--- src/verilog/acq_cfg.svh ---
//////////////////////////////////////////////////////////////////////
// build-time constants for the acquisition link, no runtime config
// the baud counter must be wide enough to hold ACQ_BIT_PERIOD - 1
//////////////////////////////////////////////////////////////////////
`ifndef ACQ_CFG_SVH
`define ACQ_CFG_SVH

// clock cycles per serial bit on data_out
`define ACQ_BIT_PERIOD 16

// width of the baud counter in the transmitter
`define ACQ_BIT_CNT_W 5

// channels behind the external multiplexer, canale wraps here
`define ACQ_NUM_CHANNELS 8

// width of the canale port
`define ACQ_CHAN_W 4

`endif

--- src/verilog/acq_types_pkg.sv ---
//////////////////////////////////////////////////////////////////////
// state encodings for the sequencer and the sample dispatcher
//////////////////////////////////////////////////////////////////////
`default_nettype none

package acq_types_pkg;

	// conversion sequencer, one pass per sample
	typedef enum logic [2:0] {
		SELECT,
		SETTLE,
		START,
		WAIT_EOC,
		LOAD,
		ADVANCE,
		READY
	} seq_state_t;

	// dispatcher, two byte transfers per sample
	typedef enum logic [1:0] {
		WAIT_SAMPLE,
		SEND_BYTE,
		WAIT_END,
		TAKEN
	} dispatch_state_t;

endpackage

`default_nettype wire

--- src/verilog/serial_pkg.sv ---
//////////////////////////////////////////////////////////////////////
// transmitter state and frame slot, 10 slots per frame
//////////////////////////////////////////////////////////////////////
`default_nettype none

package serial_pkg;

	typedef enum logic [1:0] {IDLE, FRAME, REFUSE} tx_state_t;

	// slot order is the order on the line, data goes MSB first
	typedef enum logic [3:0] {
		START_BIT,
		BIT0, BIT1, BIT2, BIT3,
		BIT4, BIT5, BIT6, BIT7,
		STOP_BIT
	} bit_slot_t;

endpackage

`default_nettype wire

--- src/verilog/acq_link_top.sv ---
//////////////////////////////////////////////////////////////////////
// sequencer feeds dispatcher feeds transmitter, waits give backpressure
//////////////////////////////////////////////////////////////////////
`default_nettype none
`include "acq_cfg.svh"

module acq_link_top (
	input  wire                     clock,
	input  wire                     rst_n,
	output wire                     mux_en,
	output wire                     soc,
	output wire                     load_dato,
	output wire [`ACQ_CHAN_W-1:0]   canale,
	output wire                     add_mpx2,
	input  wire                     eoc,
	input  wire [7:0]               data_in,
	output wire                     data_out,
	output wire                     error,
	input  wire                     dsr
);

	// sequencer to dispatcher
	wire sample_valid;
	wire sample_taken;

	// dispatcher to transmitter
	wire byte_load;
	wire byte_done;

	adc_sequencer u_sequencer (
		.clock        (clock),
		.rst_n        (rst_n),
		.eoc          (eoc),
		.sample_taken (sample_taken),
		.mux_en       (mux_en),
		.soc          (soc),
		.load_dato    (load_dato),
		.canale       (canale),
		.sample_valid (sample_valid)
	);

	sample_dispatcher u_dispatcher (
		.clock        (clock),
		.rst_n        (rst_n),
		.sample_valid (sample_valid),
		.byte_done    (byte_done),
		.sample_taken (sample_taken),
		.byte_load    (byte_load),
		.add_mpx2     (add_mpx2)
	);

	serial_transmitter u_transmitter (
		.clock     (clock),
		.rst_n     (rst_n),
		.byte_load (byte_load),
		.data_in   (data_in),
		.dsr       (dsr),
		.byte_done (byte_done),
		.data_out  (data_out),
		.error     (error)
	);

endmodule

`default_nettype wire

--- src/verilog/adc_sequencer.sv ---
//////////////////////////////////////////////////////////////////////
// eoc is active low and sampled from the first cycle soc is high
// no new conversion starts until the dispatcher takes the sample
//////////////////////////////////////////////////////////////////////
`default_nettype none
`include "acq_cfg.svh"

module adc_sequencer
	import acq_types_pkg::*;
(
	input  wire                     clock,
	input  wire                     rst_n,
	input  wire                     eoc,
	input  wire                     sample_taken,
	output logic                    mux_en,
	output logic                    soc,
	output logic                    load_dato,
	output logic [`ACQ_CHAN_W-1:0]  canale,
	output logic                    sample_valid
);

	seq_state_t state;
	logic       chan_last;

	// last multiplexer channel, the counter wraps to 0 after it
	assign chan_last = (canale == `ACQ_CHAN_W'(`ACQ_NUM_CHANNELS - 1));

	always_ff @(posedge clock or negedge rst_n) begin
		if (!rst_n) begin
			state        <= SELECT;
			mux_en       <= 1'b0;
			soc          <= 1'b0;
			load_dato    <= 1'b0;
			canale       <= '0;
			sample_valid <= 1'b0;
		end else begin
			case (state)
				// enable the multiplexer on the current channel
				SELECT: begin
					mux_en <= 1'b1;
					state  <= SETTLE;
				end
				// one cycle for the analog path to settle
				SETTLE: begin
					state <= START;
				end
				START: begin
					soc   <= 1'b1;
					state <= WAIT_EOC;
				end
				// conversion time set by the ADC, eoc low means done
				WAIT_EOC: begin
					if (!eoc) begin
						load_dato <= 1'b1;
						mux_en    <= 1'b0;
						state     <= LOAD;
					end
				end
				// latch strobe ends, channel moves on for the next pass
				LOAD: begin
					load_dato <= 1'b0;
					soc       <= 1'b0;
					canale    <= chan_last ? '0 : canale + 1'b1;
					state     <= ADVANCE;
				end
				ADVANCE: begin
					sample_valid <= 1'b1;
					state        <= READY;
				end
				// hold the sample until the dispatcher releases it,
				// then reselect the multiplexer right away
				READY: begin
					if (sample_taken) begin
						sample_valid <= 1'b0;
						mux_en       <= 1'b1;
						state        <= SETTLE;
					end
				end
				default: begin
					state <= SELECT;
				end
			endcase
		end
	end

endmodule

`default_nettype wire

--- src/verilog/sample_dispatcher.sv ---
//////////////////////////////////////////////////////////////////////
// high byte goes first, add_mpx2 picks the half on the ADC latch
//////////////////////////////////////////////////////////////////////
`default_nettype none

module sample_dispatcher
	import acq_types_pkg::*;
(
	input  wire   clock,
	input  wire   rst_n,
	input  wire   sample_valid,
	input  wire   byte_done,
	output logic  sample_taken,
	output logic  byte_load,
	output logic  add_mpx2
);

	dispatch_state_t state;

	// add_mpx2 doubles as the half-select register
	always_ff @(posedge clock or negedge rst_n) begin
		if (!rst_n) begin
			state        <= WAIT_SAMPLE;
			sample_taken <= 1'b0;
			byte_load    <= 1'b0;
			add_mpx2     <= 1'b0;
		end else begin
			case (state)
				WAIT_SAMPLE: begin
					if (sample_valid) begin
						state <= SEND_BYTE;
					end
				end
				// add_mpx2 is already stable here
				SEND_BYTE: begin
					byte_load <= 1'b1;
					state     <= WAIT_END;
				end
				// byte_done ends the transfer, sent or refused alike
				WAIT_END: begin
					byte_load <= 1'b0;
					if (byte_done) begin
						if (!add_mpx2) begin
							add_mpx2 <= 1'b1;
							state    <= SEND_BYTE;
						end else begin
							add_mpx2     <= 1'b0;
							sample_taken <= 1'b1;
							state        <= TAKEN;
						end
					end
				end
				// sequencer drops sample_valid on the next edge
				TAKEN: begin
					sample_taken <= 1'b0;
					state        <= WAIT_SAMPLE;
				end
				default: begin
					state <= WAIT_SAMPLE;
				end
			endcase
		end
	end

endmodule

`default_nettype wire

--- src/verilog/serial_transmitter.sv ---
//////////////////////////////////////////////////////////////////////
// byte_load is only legal while idle, the sender waits for byte_done
// a byte offered with dsr low is dropped and flags error
//////////////////////////////////////////////////////////////////////
`default_nettype none
`include "acq_cfg.svh"

module serial_transmitter
	import serial_pkg::*;
(
	input  wire        clock,
	input  wire        rst_n,
	input  wire        byte_load,
	input  wire  [7:0] data_in,
	input  wire        dsr,
	output logic       byte_done,
	output logic       data_out,
	output logic       error
);

	tx_state_t                 state;
	bit_slot_t                 slot;
	logic [`ACQ_BIT_CNT_W-1:0] baud_cnt;
	logic                      bit_end;
	logic                      data_slot;

	// transmit buffer, shifted left so bit 7 is always on the line
	logic [7:0]                tx_buf;

	assign bit_end   = (baud_cnt == `ACQ_BIT_CNT_W'(`ACQ_BIT_PERIOD - 1));
	assign data_slot = (slot != START_BIT) && (slot != STOP_BIT);

	// last stop-bit cycle or the cycle after a refusal
	assign byte_done = ((state == FRAME) && (slot == STOP_BIT) && bit_end)
		|| (state == REFUSE);

	// line idles high, start bit low, stop bit high
	always_comb begin
		data_out = 1'b1;
		if (state == FRAME) begin
			if (slot == START_BIT) begin
				data_out = 1'b0;
			end else if (data_slot) begin
				data_out = tx_buf[7];
			end
		end
	end

	always_ff @(posedge clock or negedge rst_n) begin
		if (!rst_n) begin
			state    <= IDLE;
			slot     <= START_BIT;
			baud_cnt <= '0;
			error    <= 1'b0;
		end else begin
			case (state)
				IDLE: begin
					if (byte_load) begin
						if (dsr) begin
							error    <= 1'b0;
							slot     <= START_BIT;
							baud_cnt <= '0;
							state    <= FRAME;
						end else begin
							error <= 1'b1;
							state <= REFUSE;
						end
					end
				end
				// buffer counts as full for the whole frame
				FRAME: begin
					if (bit_end) begin
						baud_cnt <= '0;
						if (slot == STOP_BIT) begin
							state <= IDLE;
						end else begin
							slot <= bit_slot_t'(slot + 1'b1);
						end
					end else begin
						baud_cnt <= baud_cnt + 1'b1;
					end
				end
				REFUSE: begin
					state <= IDLE;
				end
				default: begin
					state <= IDLE;
				end
			endcase
		end
	end

	// payload path, no reset
	always_ff @(posedge clock) begin
		if ((state == IDLE) && byte_load && dsr) begin
			tx_buf <= data_in;
		end else if ((state == FRAME) && data_slot && bit_end) begin
			tx_buf <= {tx_buf[6:0], 1'b0};
		end
	end

endmodule

`default_nettype wire
--- config.mk ---
export PLATFORM = sky130hd
export DESIGN_NAME = acq_link_top
export DESIGN_NICKNAME = d
export VERILOG_FILES = /design/src/verilog/acq_types_pkg.sv /design/src/verilog/serial_pkg.sv /design/src/verilog/acq_link_top.sv /design/src/verilog/adc_sequencer.sv /design/src/verilog/sample_dispatcher.sv /design/src/verilog/serial_transmitter.sv
export VERILOG_INCLUDE_DIRS = /design/src /design/src/verilog
export SDC_FILE = /design/constraint.sdc
export NUM_CORES = 1
export LEC_CHECK = 0
export BUFFER_PORTS_ARGS = -buffer_cell sky130_fd_sc_hd__buf_2
export CAP_MARGIN = 40
export CELL_PAD_IN_SITES_DETAIL_PLACEMENT = 0
export CELL_PAD_IN_SITES_GLOBAL_PLACEMENT = 1
export CORE_MARGIN = 4
export CORE_UTILIZATION = 51
export CTS_BUF_LIST = sky130_fd_sc_hd__clkbuf_4 sky130_fd_sc_hd__clkbuf_8
export DETAILED_ROUTE_END_ITERATION = 16
export PLACE_DENSITY = 0.85
export SETUP_SLACK_MARGIN = 0.02
export SLEW_MARGIN = 10
export SYNTH_ARGS = -nofsm -noshare
export SYNTH_HDL_FRONTEND = slang
export SYNTH_SLANG_ARGS = --single-unit
export TNS_END_PERCENT = 100
--- constraint.sdc ---
create_clock -name clock -period 4.95 [get_ports clock]
set_input_delay 0.7425 -clock clock [delete_from_list [all_inputs] [get_ports clock]]
set_output_delay 0.7425 -clock clock [all_outputs]
set_load 0.02 [all_outputs]
Yosys cells after proc, flatten, opt, wreduce, memory -nomap -nowiden
Index checks and enable logic that the tools add are counted.
{"block": "classes", "addsub": 3, "multipliers": 0, "div": 0, "magnitude_cmp": 0, "n_eq_ne": 25, "shifts": 0, "mux": 41, "n_bitwise": 0, "n_reduce_logical": 32}
{"op": "$pmux W3 S7", "n": 1}
{"op": "$mux W4", "n": 5}
{"op": "$mux W8", "n": 2}
{"op": "$mux W5", "n": 3}
{"op": "$mux W2", "n": 7}
{"op": "$ne A2 B2 Y1 const B", "n": 7}
{"op": "$reduce_bool A2 Y1", "n": 7}
{"op": "$reduce_and A2 Y1", "n": 6}
{"op": "$reduce_and A3 Y1", "n": 4}
{"op": "$mux W1", "n": 11}
{"op": "$pmux W1 S2", "n": 5}
{"op": "$pmux W5 S2", "n": 1}
{"op": "$eq A3 B3 Y1 const B", "n": 3}
{"op": "$add A4 B1 Y4 const B", "n": 2}
{"op": "$pmux W2 S4", "n": 1}
{"op": "$pmux W4 S2", "n": 1}
{"op": "$logic_and A1 B1 Y1", "n": 7}
{"op": "$eq A2 B2 Y1 const B", "n": 3}
{"op": "$eq A3 B2 Y1 const B", "n": 2}
{"op": "$mux W3", "n": 2}
{"op": "$ne A2 B1 Y1 const B", "n": 3}
{"op": "$add A5 B1 Y5 const B", "n": 1}
{"op": "$eq A5 B4 Y1 const B", "n": 1}
{"op": "$reduce_and A5 Y1", "n": 1}
{"op": "other kinds (13)", "n": 15}
{"block": "totals", "register_bits": 36, "latchBits": 0, "mem_bits_rw": 0, "romBits": 0, "input_bits": 12, "out_inout_bits": 10, "elab_cells": 116, "n_memories": 0}

Longest topological paths before layout
Gate-level depths: netlist (run 1).
{"block": "logic_depth", "word_depth": 6, "mapped_depth": 6, "depth_no_buf": 6}

Hierarchy
Synthesis (run 1) repeated with hierarchy kept, for this count alone.
{"block": "hier_totals", "cells_unflattened": 168, "area_unflattened_um2": 1844.3}
{"mod": "serial_transmitter", "n_inst": 1, "cells_per_inst": 87, "area_per_inst_um2": 1016.0, "seq_area_each_um2": 540.5}
{"mod": "adc_sequencer", "n_inst": 1, "cells_per_inst": 53, "area_per_inst_um2": 530.5, "seq_area_each_um2": 275.3}
{"mod": "sample_dispatcher", "n_inst": 1, "cells_per_inst": 28, "area_per_inst_um2": 297.8, "seq_area_each_um2": 125.1}

Worst setup path before layout (run 1)
Ideal clock, no wire load.
{"block": "synth_path", "path_type": "reg2reg", "startpoint": "reg u_transmitter.baud_cnt[0]", "endpoint": "reg u_transmitter.tx_buf[0] (enable)", "setup_time_ns": 0.384, "arrival_time_ns": 1.613, "t_required_ns": 4.566, "setup_slack_ns": 2.953, "stages_incl_launch_ff": 6, "n_path_buf": 1, "period_less_slack_ns": 1.997, "cell_sequence": "dfrtp_1 -> ha_1 -> and4b_1 -> buf_6 -> nand2_1 -> o21ai_0"}
{"block": "synth_between", "elab_chain_len": 3}
{"item": "start, declared", "line": "serial_transmitter.sv:23", "text": "logic [`ACQ_BIT_CNT_W-1:0] baud_cnt;"}
{"item": "start signal, assigned", "line": "serial_transmitter.sv:80", "text": "baud_cnt <= baud_cnt + 1'b1;"}
{"item": "$eq A5 B4 Y1", "line": "serial_transmitter.sv:30", "text": "assign bit_end = (baud_cnt == `ACQ_BIT_CNT_W'(`ACQ_BIT_PERIOD - 1));"}
{"item": "$logic_and A1 B1 Y1", "line": "serial_transmitter.sv:97", "text": "end else if ((state == FRAME) && data_slot && bit_end) begin"}
{"item": "$reduce_bool A2 Y1 (no source line)"}
{"item": "end signal, assigned", "line": "serial_transmitter.sv:96", "text": "tx_buf <= data_in;"}
{"item": "end signal, assigned", "line": "serial_transmitter.sv:98", "text": "tx_buf <= {tx_buf[6:0], 1'b0};"}
{"item": "end, declared", "line": "serial_transmitter.sv:28", "text": "logic [7:0] tx_buf;"}
No other way between the ends.
A chain may end at the register's enable or synchronous reset.

Worst setup path after layout (run 1)
{"block": "layout_path", "startpoint": "reg u_transmitter.slot[0]", "endpoint": "out data_out"}
{"block": "layout_between", "elab_chain_len": 5, "elab_cells_between_ends": 7, "classes_between": "eq/ne (1); mux (3); reduce/logical (3)"}
{"item": "start, declared", "line": "serial_transmitter.sv:22", "text": "bit_slot_t slot;"}
{"item": "start signal, assigned", "line": "serial_transmitter.sv:77", "text": "slot <= bit_slot_t'(slot + 1'b1);"}
{"item": "$ne A4 B4 Y1 or $reduce_bool A4 Y1 (tied branches)", "line": "serial_transmitter.sv:31", "text": "assign data_slot = (slot != START_BIT) && (slot != STOP_BIT);"}
{"item": "$logic_and A1 B1 Y1", "line": "serial_transmitter.sv:31"}
{"item": "$mux W1", "line": "serial_transmitter.sv:43", "text": "end else if (data_slot) begin"}
{"item": "$mux W1 (*)", "line": "serial_transmitter.sv:41", "text": "if (slot == START_BIT) begin"}
{"item": "$mux W1 (*)", "line": "serial_transmitter.sv:40", "text": "if (state == FRAME) begin"}
{"item": "end, declared", "line": "acq_link_top.sv:17", "text": "output wire data_out,"}
Mark *: on every way between the ends. The rest lies on a longest branch, timed or not.

==> results of run 1 <==
## per-stage QoR
| stage | hold slack (ns) | instances | instance area, sq um | util |
|---|---|---|---|---|
| 3_5_place_dp | 0.4744 | 231 | 1969 | 0.5766 |
| 6_report | 0.3975 | 239 | 2036 | 0.5960 |
| 2_1_floorplan | 0.4469 | 170 | 1839 | - |
| 3_3_place_gp | 0.4666 | 230 | 1964 | 0.5751 |
| 4_1_cts | 0.4152 | 239 | 2036 | 0.5960 |
| 5_1_grt | 0.4415 | 239 | 2036 | 0.5960 |
## path summary, 6_finish.rpt
kind	startpoint	end	cells after the start
setup reg to reg	u_transmitter.baud_cnt[0]	u_transmitter.tx_buf[1]	5
min in group clock	u_transmitter.error	u_transmitter.error	1
hold / removal	rst_n	u_dispatcher.add_mpx2	1
max in group asynchronous	rst_n	u_transmitter.error	1
setup / recovery	u_transmitter.slot[0]	data_out	6
hold reg to reg	u_transmitter.error	u_transmitter.error	1
## registers in the layout, indices dropped and copies added (netlist names)
name,flops
u_sequencer.mux_en,1
u_transmitter.tx_buf,8
u_transmitter.slot,4
u_dispatcher.add_mpx2,1
u_sequencer.load_dato,1
u_transmitter.baud_cnt,5
u_dispatcher.sample_taken,1
u_dispatcher.byte_load,1
u_dispatcher.state,2
u_sequencer.state,3
u_sequencer.canale,4
u_transmitter.error,1
u_sequencer.soc,1
u_transmitter.state,2
u_sequencer.sample_valid,1
## per-layer routing
metal	routed length, um	up-vias
met5	0	-
met4	48	0
met2	1646	16
li1	-	657
met3	114	4
met1	1373	626
## final cells by class
cell class	count	area, sq um	area share
clock buffer	8	66.31	0.03258
sequential	36	940.9	0.4622
multi-input combinational	118	827.0	0.4063
tap	46	57.56	0.02827
inverter	9	33.78	0.01659
timing repair buffer	22	110.1	0.05409
## kinds of logic (layout without fill, tap and decap cells)
kind of cell / after synthesis / count (layout) / synth area share
mux: 9 / 9 / 0.05442
flops: 36 / 36 / 0.5116
compound gates: 50 / 50 / 0.1796
buf+inv: 16 / 39 / 0.03877
xor+xnor: 2 / 2 / 0.009526
fa+ha+maj: 8 / 8 / 0.05442
simple gates: 49 / 49 / 0.1517
## report_power, final
group	leakage, uW	total (uW)	switching, uW	internal, uW
Combinational	0.000442	407	230	177
Sequential	0.000425	495	92.4	403
Clock	0.0000394	173	92.1	81.1
Total	0.000906	1080	415	661
## layout by cell type (no fill, tap or decap), drive strengths merged
master	netlist	routed
a21o	2	2
or2	1	1
nor2b	2	2
inv	9	9
and4b	1	1
a311o	1	1
o221a	1	1
and3	2	2
a311oi	1	1
a22o	1	1
a22oi	1	1
mux2i	1	1
o21ai	19	19
mux2	8	8
o21a	4	4
and2	2	2
o41ai	2	2
and2b	2	2
nand2	14	14
nand4	3	3
nor3b	2	2
a21oi	11	11
a211oi	1	1
xnor2	2	2
edfxtp	8	8
dfrtp	28	28
a31oi	2	2
o31ai	4	4
nand2b	3	3
clkbuf	3	8
nor3	1	1
ha	8	8
nand4b	1	1
nand3b	2	2
and3b	1	1
buf	4	22
nor2	7	7
nand3	5	5
==> results.py, run 1 <==
metrics = {
    "yosys": {
        "synth_area_sq_um": 1839,
        "syn_inst": 170,
        "synth.largest_area_cell": "dfrtp_1",
        "yosys.area.top_type_share": 0.3810,
        "syn_avg_cell_area_sq_um": 10.82,
        "synth_area_leaders": "dfrtp_1 (38%), edfxtp_1 (13%), ha_1 (5.4%)",
        "synth_edf_count": 8,
        "syn-num-nets": 190,
        "synth_commonest_cells": "dfrtp_1 (28), o21ai_0 (18), nand2_1 (14), a21oi_1 (11), inv_1 (9)",
        "yosysMostFrequentCell": "dfrtp_1",
        "seq_area_frac_synth": 0.5116,
        "async_flop_share": 0.7778,
        "ys_seq_elements": 36,
        "synth_flop_cell": "dfrtp_1",
        "synthDistinctLibCells": 44,
        "yosys_warnings": 0,
    },
    "finish": {
        "finalNetCount": 212,
        "syn_to_final_growth_pct": 10.68,
        "drive_gt1_frac": 0.2383,
        "fill_cells": 291,
        "antennaDiodeCount": 0,
    },
    "detailed_routing": {
        "dr.pass1.iters": 4,
        "drcViolationCount": 0,
        "vias": 1303,
        "vias_per_cell": 5.452,
        "drtIter0Drc": 70,
        "ant_nets": 0,
        "post_drt_wl_per_cell_um": 13.31,
        "routed_wl_um": 3182,
    },
    "global_routing": {
        "antenna_found_initial": 0,
        "met1_usage": 0.1855,
        "overflow": 0,
        "gr-usage-all-layers": 0.1619,
        "grt_max_degree": 29,
        "grt_pass1_vias": 1320,
        "grt_busiest_layer": "met2",
        "grtUsageMet3": 0.04433,
        "use_met2": 0.2768,
        "grt_pass1_wl_um": 5595,
    },
    "flow_run": {
        "maxCapViolations": 0,
    },
    "timing": {
        "final.setup_skew_ns": 0.006890,
        "min_period_ns": 2.259,
        "setup_ws_ns": 2.691,
        "relSlewSlack": 0.6038,
        "setup_viol": 0,
        "grt_setup_unrepaired": "false",
        "finalSetupTns_ns": 0,
        "slew_viol_final": 0,
        "fin_crit_sh": 0.4563,
        "worst_pin_slew_ns": 0.5943,
        "clock.fmax_mhz": 442.8,
        "finalHoldViolations": 0,
    },
    "floorplan": {
        "die_w_um": 68.06,
        "die_h_um": 68.06,
        "core_area_sq_um": 3416,
        "rows": 21,
        "die_area_sq_um": 4631,
        "initial_core_util": 0.5385,
        "ioPinCount": 22,
    },
    "worst_setup_path": {
        "critPathRequiredTime_ns": 4.21,
        "critPathLaunchType": "flip-flop",
        "critPathSlowestCell": "dfrtp_1",
        "reg2reg_slack_ns": 2.77,
        "slowest_delay_ns": 0.45,
        "cp.arrival_ns": 1.52,
        "worstSetupEndpointType": "output pin",
        "path_buf_inv": 2,
        "crit_type": "reg -> out",
        "worstPathCellList": "inv_1 -> ha_1 -> nand2_1 -> a21oi_1 -> o21ai_0 -> buf_2",
        "path_max_fanout": 6,
        "cp_top_family": "flip-flops",
    },
    "placement": {
        "port_buffers": 21,
        "post-dp-hpwl_um": 2368,
        "post-place-ws_ns": 2.761,
        "gp_congestion": 0.8633,
    },
    "clocking": {
        "cts_setup_buffers": 0,
        "cts_buffers": 5,
        "cts_buffer_depth": 2,
        "clkLatencyLatePin_ns": 0.33,
        "clk_pin_slew_ns": 0.10,
        "ctsRootBufferMaster": "clkbuf_4",
        "cts_htree_levels": 2,
        "clock_sinks": 36,
        "ctsHoldBuffers": 0,
        "cts_resized": 0,
        "cts_tree": "built",
    },
    "pwr": {
        "power.density_nw_per_um2": 528.4,
        "total_power_uw": 1076,
        "p_leak_uw": 0.0009059,
        "ir_drop_uv": 229.2,
    },
    "hold_path": {
        "hold_class": "in -> async",
    },
    "outcome": {
        "status": "finished, final reports clean",
    },
}
(Power assumes the default switching activity.)
==> run 2, diff against run 1 <==
--- a/config.mk
+++ b/config.mk
@@ -6,15 +6,16 @@
 export SDC_FILE = /design/constraint.sdc
 export NUM_CORES = 1
 export LEC_CHECK = 0
+export ABC_AREA = 1
 export BUFFER_PORTS_ARGS = -buffer_cell sky130_fd_sc_hd__buf_2
 export CAP_MARGIN = 40
 export CELL_PAD_IN_SITES_DETAIL_PLACEMENT = 0
 export CELL_PAD_IN_SITES_GLOBAL_PLACEMENT = 1
 export CORE_MARGIN = 4
-export CORE_UTILIZATION = 51
+export CORE_UTILIZATION = 45
 export CTS_BUF_LIST = sky130_fd_sc_hd__clkbuf_4 sky130_fd_sc_hd__clkbuf_8
 export DETAILED_ROUTE_END_ITERATION = 16
-export PLACE_DENSITY = 0.85
+export PLACE_DENSITY = 0.79
 export SETUP_SLACK_MARGIN = 0.02
 export SLEW_MARGIN = 10
 export SYNTH_ARGS = -nofsm -noshare
==> constraint.sdc (replaced) <==
create_clock -name clock -period 2.2 [get_ports clock]
set_input_delay 0.33 -clock clock [delete_from_list [all_inputs] [get_ports clock]]
set_output_delay 0.33 -clock clock [all_outputs]
set_load 0.02 [all_outputs]
==> run 2 against run 1 <==
Effect of this change:
- sequential power is 37% higher
- register-to-register slack worse by 2.5 ns
- highest routed layer unchanged
- clock-buffer cell count shrank 3
- clock power rose to 3.4 times the previous value
- final cell count rose by 26%
- critical path depth unchanged
- die area increased by 12%
- total power rose by 19%
- first-iteration DRC count up 19%
- final area up 5.6%
- worst hold slack got worse by 0.35 ns
==> results.py, run 2 <==
metrics = {
    "timing": {
        "clock.fmax_mhz": 522.6,
        "setup_ws_ns": 0.2865,
        "finalHoldViolations": 0,
        "grt_setup_unrepaired": "false",
        "slew_viol_final": 0,
        "finalSetupTns_ns": 0,
        "final.setup_skew_ns": 0.008542,
        "min_period_ns": 1.913,
        "relSlewSlack": 0.5821,
        "fin_crit_sh": 0.8698,
        "setup_viol": 0,
        "worst_pin_slew_ns": 0.6269,
    },
    "global_routing": {
        "antenna_found_initial": 0,
        "grt_pass1_wl_um": 5947,
        "gr-usage-all-layers": 0.1472,
        "overflow": 0,
        "grt_pass1_vias": 1358,
        "grt_max_degree": 29,
    },
    "yosys": {
        "synth_edf_count": 8,
        "syn-num-nets": 239,
        "seq_area_frac_synth": 0.5085,
        "synth_commonest_cells": "nand2_1 (75), dfrtp_1 (28), inv_1 (23), nand3_1 (18), nor2_1 (11)",
        "synthDistinctLibCells": 26,
        "ys_seq_elements": 36,
        "yosys.area.top_type_share": 0.3786,
        "syn_inst": 219,
        "yosys_warnings": 0,
        "synth_area_sq_um": 1851,
        "async_flop_share": 0.7778,
        "synth_area_leaders": "dfrtp_1 (38%), nand2_1 (15%), edfxtp_1 (13%)",
        "synth.largest_area_cell": "dfrtp_1",
        "syn_avg_cell_area_sq_um": 8.450,
        "synth_flop_cell": "dfrtp_1",
        "yosysMostFrequentCell": "nand2_1",
    },
    "clocking": {
        "cts_buffer_depth": 2,
        "cts_resized": 0,
        "clk_pin_slew_ns": 0.08,
        "cts_setup_buffers": 0,
        "clkLatencyLatePin_ns": 0.29,
        "cts_htree_levels": 2,
        "ctsHoldBuffers": 0,
        "ctsRootBufferMaster": "clkbuf_8",
        "cts_tree": "built",
        "clock_sinks": 36,
        "cts_buffers": 5,
    },
    "worst_setup_path": {
        "slowest_delay_ns": 0.42,
        "path_buf_inv": 1,
        "critPathLaunchType": "flip-flop",
        "worstSetupEndpointType": "flip-flop",
        "critPathSlowestCell": "o21ai_0",
        "crit_type": "reg -> reg",
        "critPathRequiredTime_ns": 2.19,
        "cp.arrival_ns": 1.91,
        "worstPathCellList": "ha_1 -> nand3_2 -> nor2_4 -> nand2_1 -> o21ai_0 -> buf_2",
        "cp_top_family": "compound AO/OA/AOI/OAI gates",
        "path_max_fanout": 5,
    },
    "finish": {
        "multi_input_area_sq_um": 800.8,
        "final_cells": 301,
        "regArea_sq_um": 940.9,
        "drive_gt1_frac": 0.2151,
        "finalNetCount": 270,
        "reg_top3": "u_transmitter.tx_buf (8), u_transmitter.baud_cnt (5)",
        "final_area_sq_um": 2150,
        "syn_to_final_growth_pct": 16.16,
        "layout_commonest_cell": "nand2_1",
        "largest_reg_flops": 8,
        "antennaDiodeCount": 0,
        "regMostFlops": "u_transmitter.tx_buf",
        "final_cell_mix": "nand2_1 (75), dfrtp_1 (28), inv_1 (23), buf_2 (22), nand3_1 (18)",
        "fill_cells": 388,
    },
    "floorplan": {
        "die_area_sq_um": 5202,
        "core_area_sq_um": 4000,
        "initial_core_util": 0.4626,
        "die_h_um": 72.13,
        "die_w_um": 72.13,
        "ioPinCount": 22,
        "rows": 23,
    },
    "placement": {
        "port_buffers": 21,
        "post-dp-hpwl_um": 2520,
        "dp.cells": 293,
        "gp_congestion": 0.7350,
        "post-place-ws_ns": 0.2894,
        "postPlaceCellArea_sq_um": 2038,
    },
    "pwr": {
        "ir_drop_uv": 423.1,
        "power.density_nw_per_um2": 595.5,
        "p_leak_uw": 0.001057,
        "total_power_uw": 1280,
    },
    "detailed_routing": {
        "drtIter0Drc": 83,
        "vias": 1416,
        "dr.pass1.iters": 4,
        "post_drt_wl_per_cell_um": 11.05,
        "drcViolationCount": 0,
        "vias_per_cell": 4.704,
        "ant_nets": 0,
        "routed_wl_um": 3325,
    },
    "flow_run": {
        "maxCapViolations": 0,
    },
    "hold_path": {
        "hold_class": "in -> async",
    },
    "outcome": {
        "status": "finished, final reports clean",
    },
}
[run 2: changes by cell type in the layout (fill, tap and decap cells not counted), sizes merged, moves of 8 or more]
cell,delta
nand2,+66
inv,+16
nand3,+15
nor2,+11
mux2,-8
o21ai,-8
[run 2: worst paths after layout]
path,start,endpoint,slack [ns],cells past startpoint
worst max-delay path,u_transmitter.baud_cnt[0],u_transmitter.tx_buf[0],0.29,6
worst min-delay path,rst_n,u_transmitter.slot[2],0.05,1
worst max register to register,u_transmitter.baud_cnt[0],u_transmitter.tx_buf[0],0.29,6
worst min register to register,u_sequencer.soc,u_sequencer.soc,0.49,2
max in group asynchronous,rst_n,u_transmitter.error,1.73,1
min in group clock,eoc,u_sequencer.state[0],0.29,3
[run 2: logic make-up after synthesis]
group                    synth area share
flip-flops                         0.5085
XOR/XNOR                         0.009468
AND/OR/NAND/NOR                    0.2968
adder cells (fa/ha/maj)           0.05409
AO/OA/AOI/OAI                     0.07235
buffers and inverters             0.05882
[run 2: final cells by class]
type / count / area share
inverter: 25 / 0.04366
sequential: 36 / 0.4377
clock buffer: 5 / 0.03201
clock inverter: 3 / 0.01979
timing repair buffer: 26 / 0.06519
tap: 50 / 0.02910
multi-input combinational: 156 / 0.3725
[run 2: power by group]
part / total, uW / switching [uW] / internal (uW)
Sequential: 679 / 0 / 679
Combinational: 19.9 / 12.9 / 7.00
Clock: 581 / 246 / 335
[run 2: stage by stage]
stage	hold slack (ns)	util
floorplan	0.03441	-
global placement	0.3863	0.5083
detailed placement	0.3905	0.5095
CTS	0.06966	0.5374
global route	0.09193	0.5374
finish	0.04993	0.5374
[run 2: per-layer routing]
layer / GRT usage / routed length, um / up-vias
met1: 0.1961 / 1703 / 634
met3: 0.04709 / 127 / 5
met2: 0.2265 / 1440 / 17
met4: 0.05010 / 54 / 0
met5: 0 / 0 / -
li1: - / - / 760
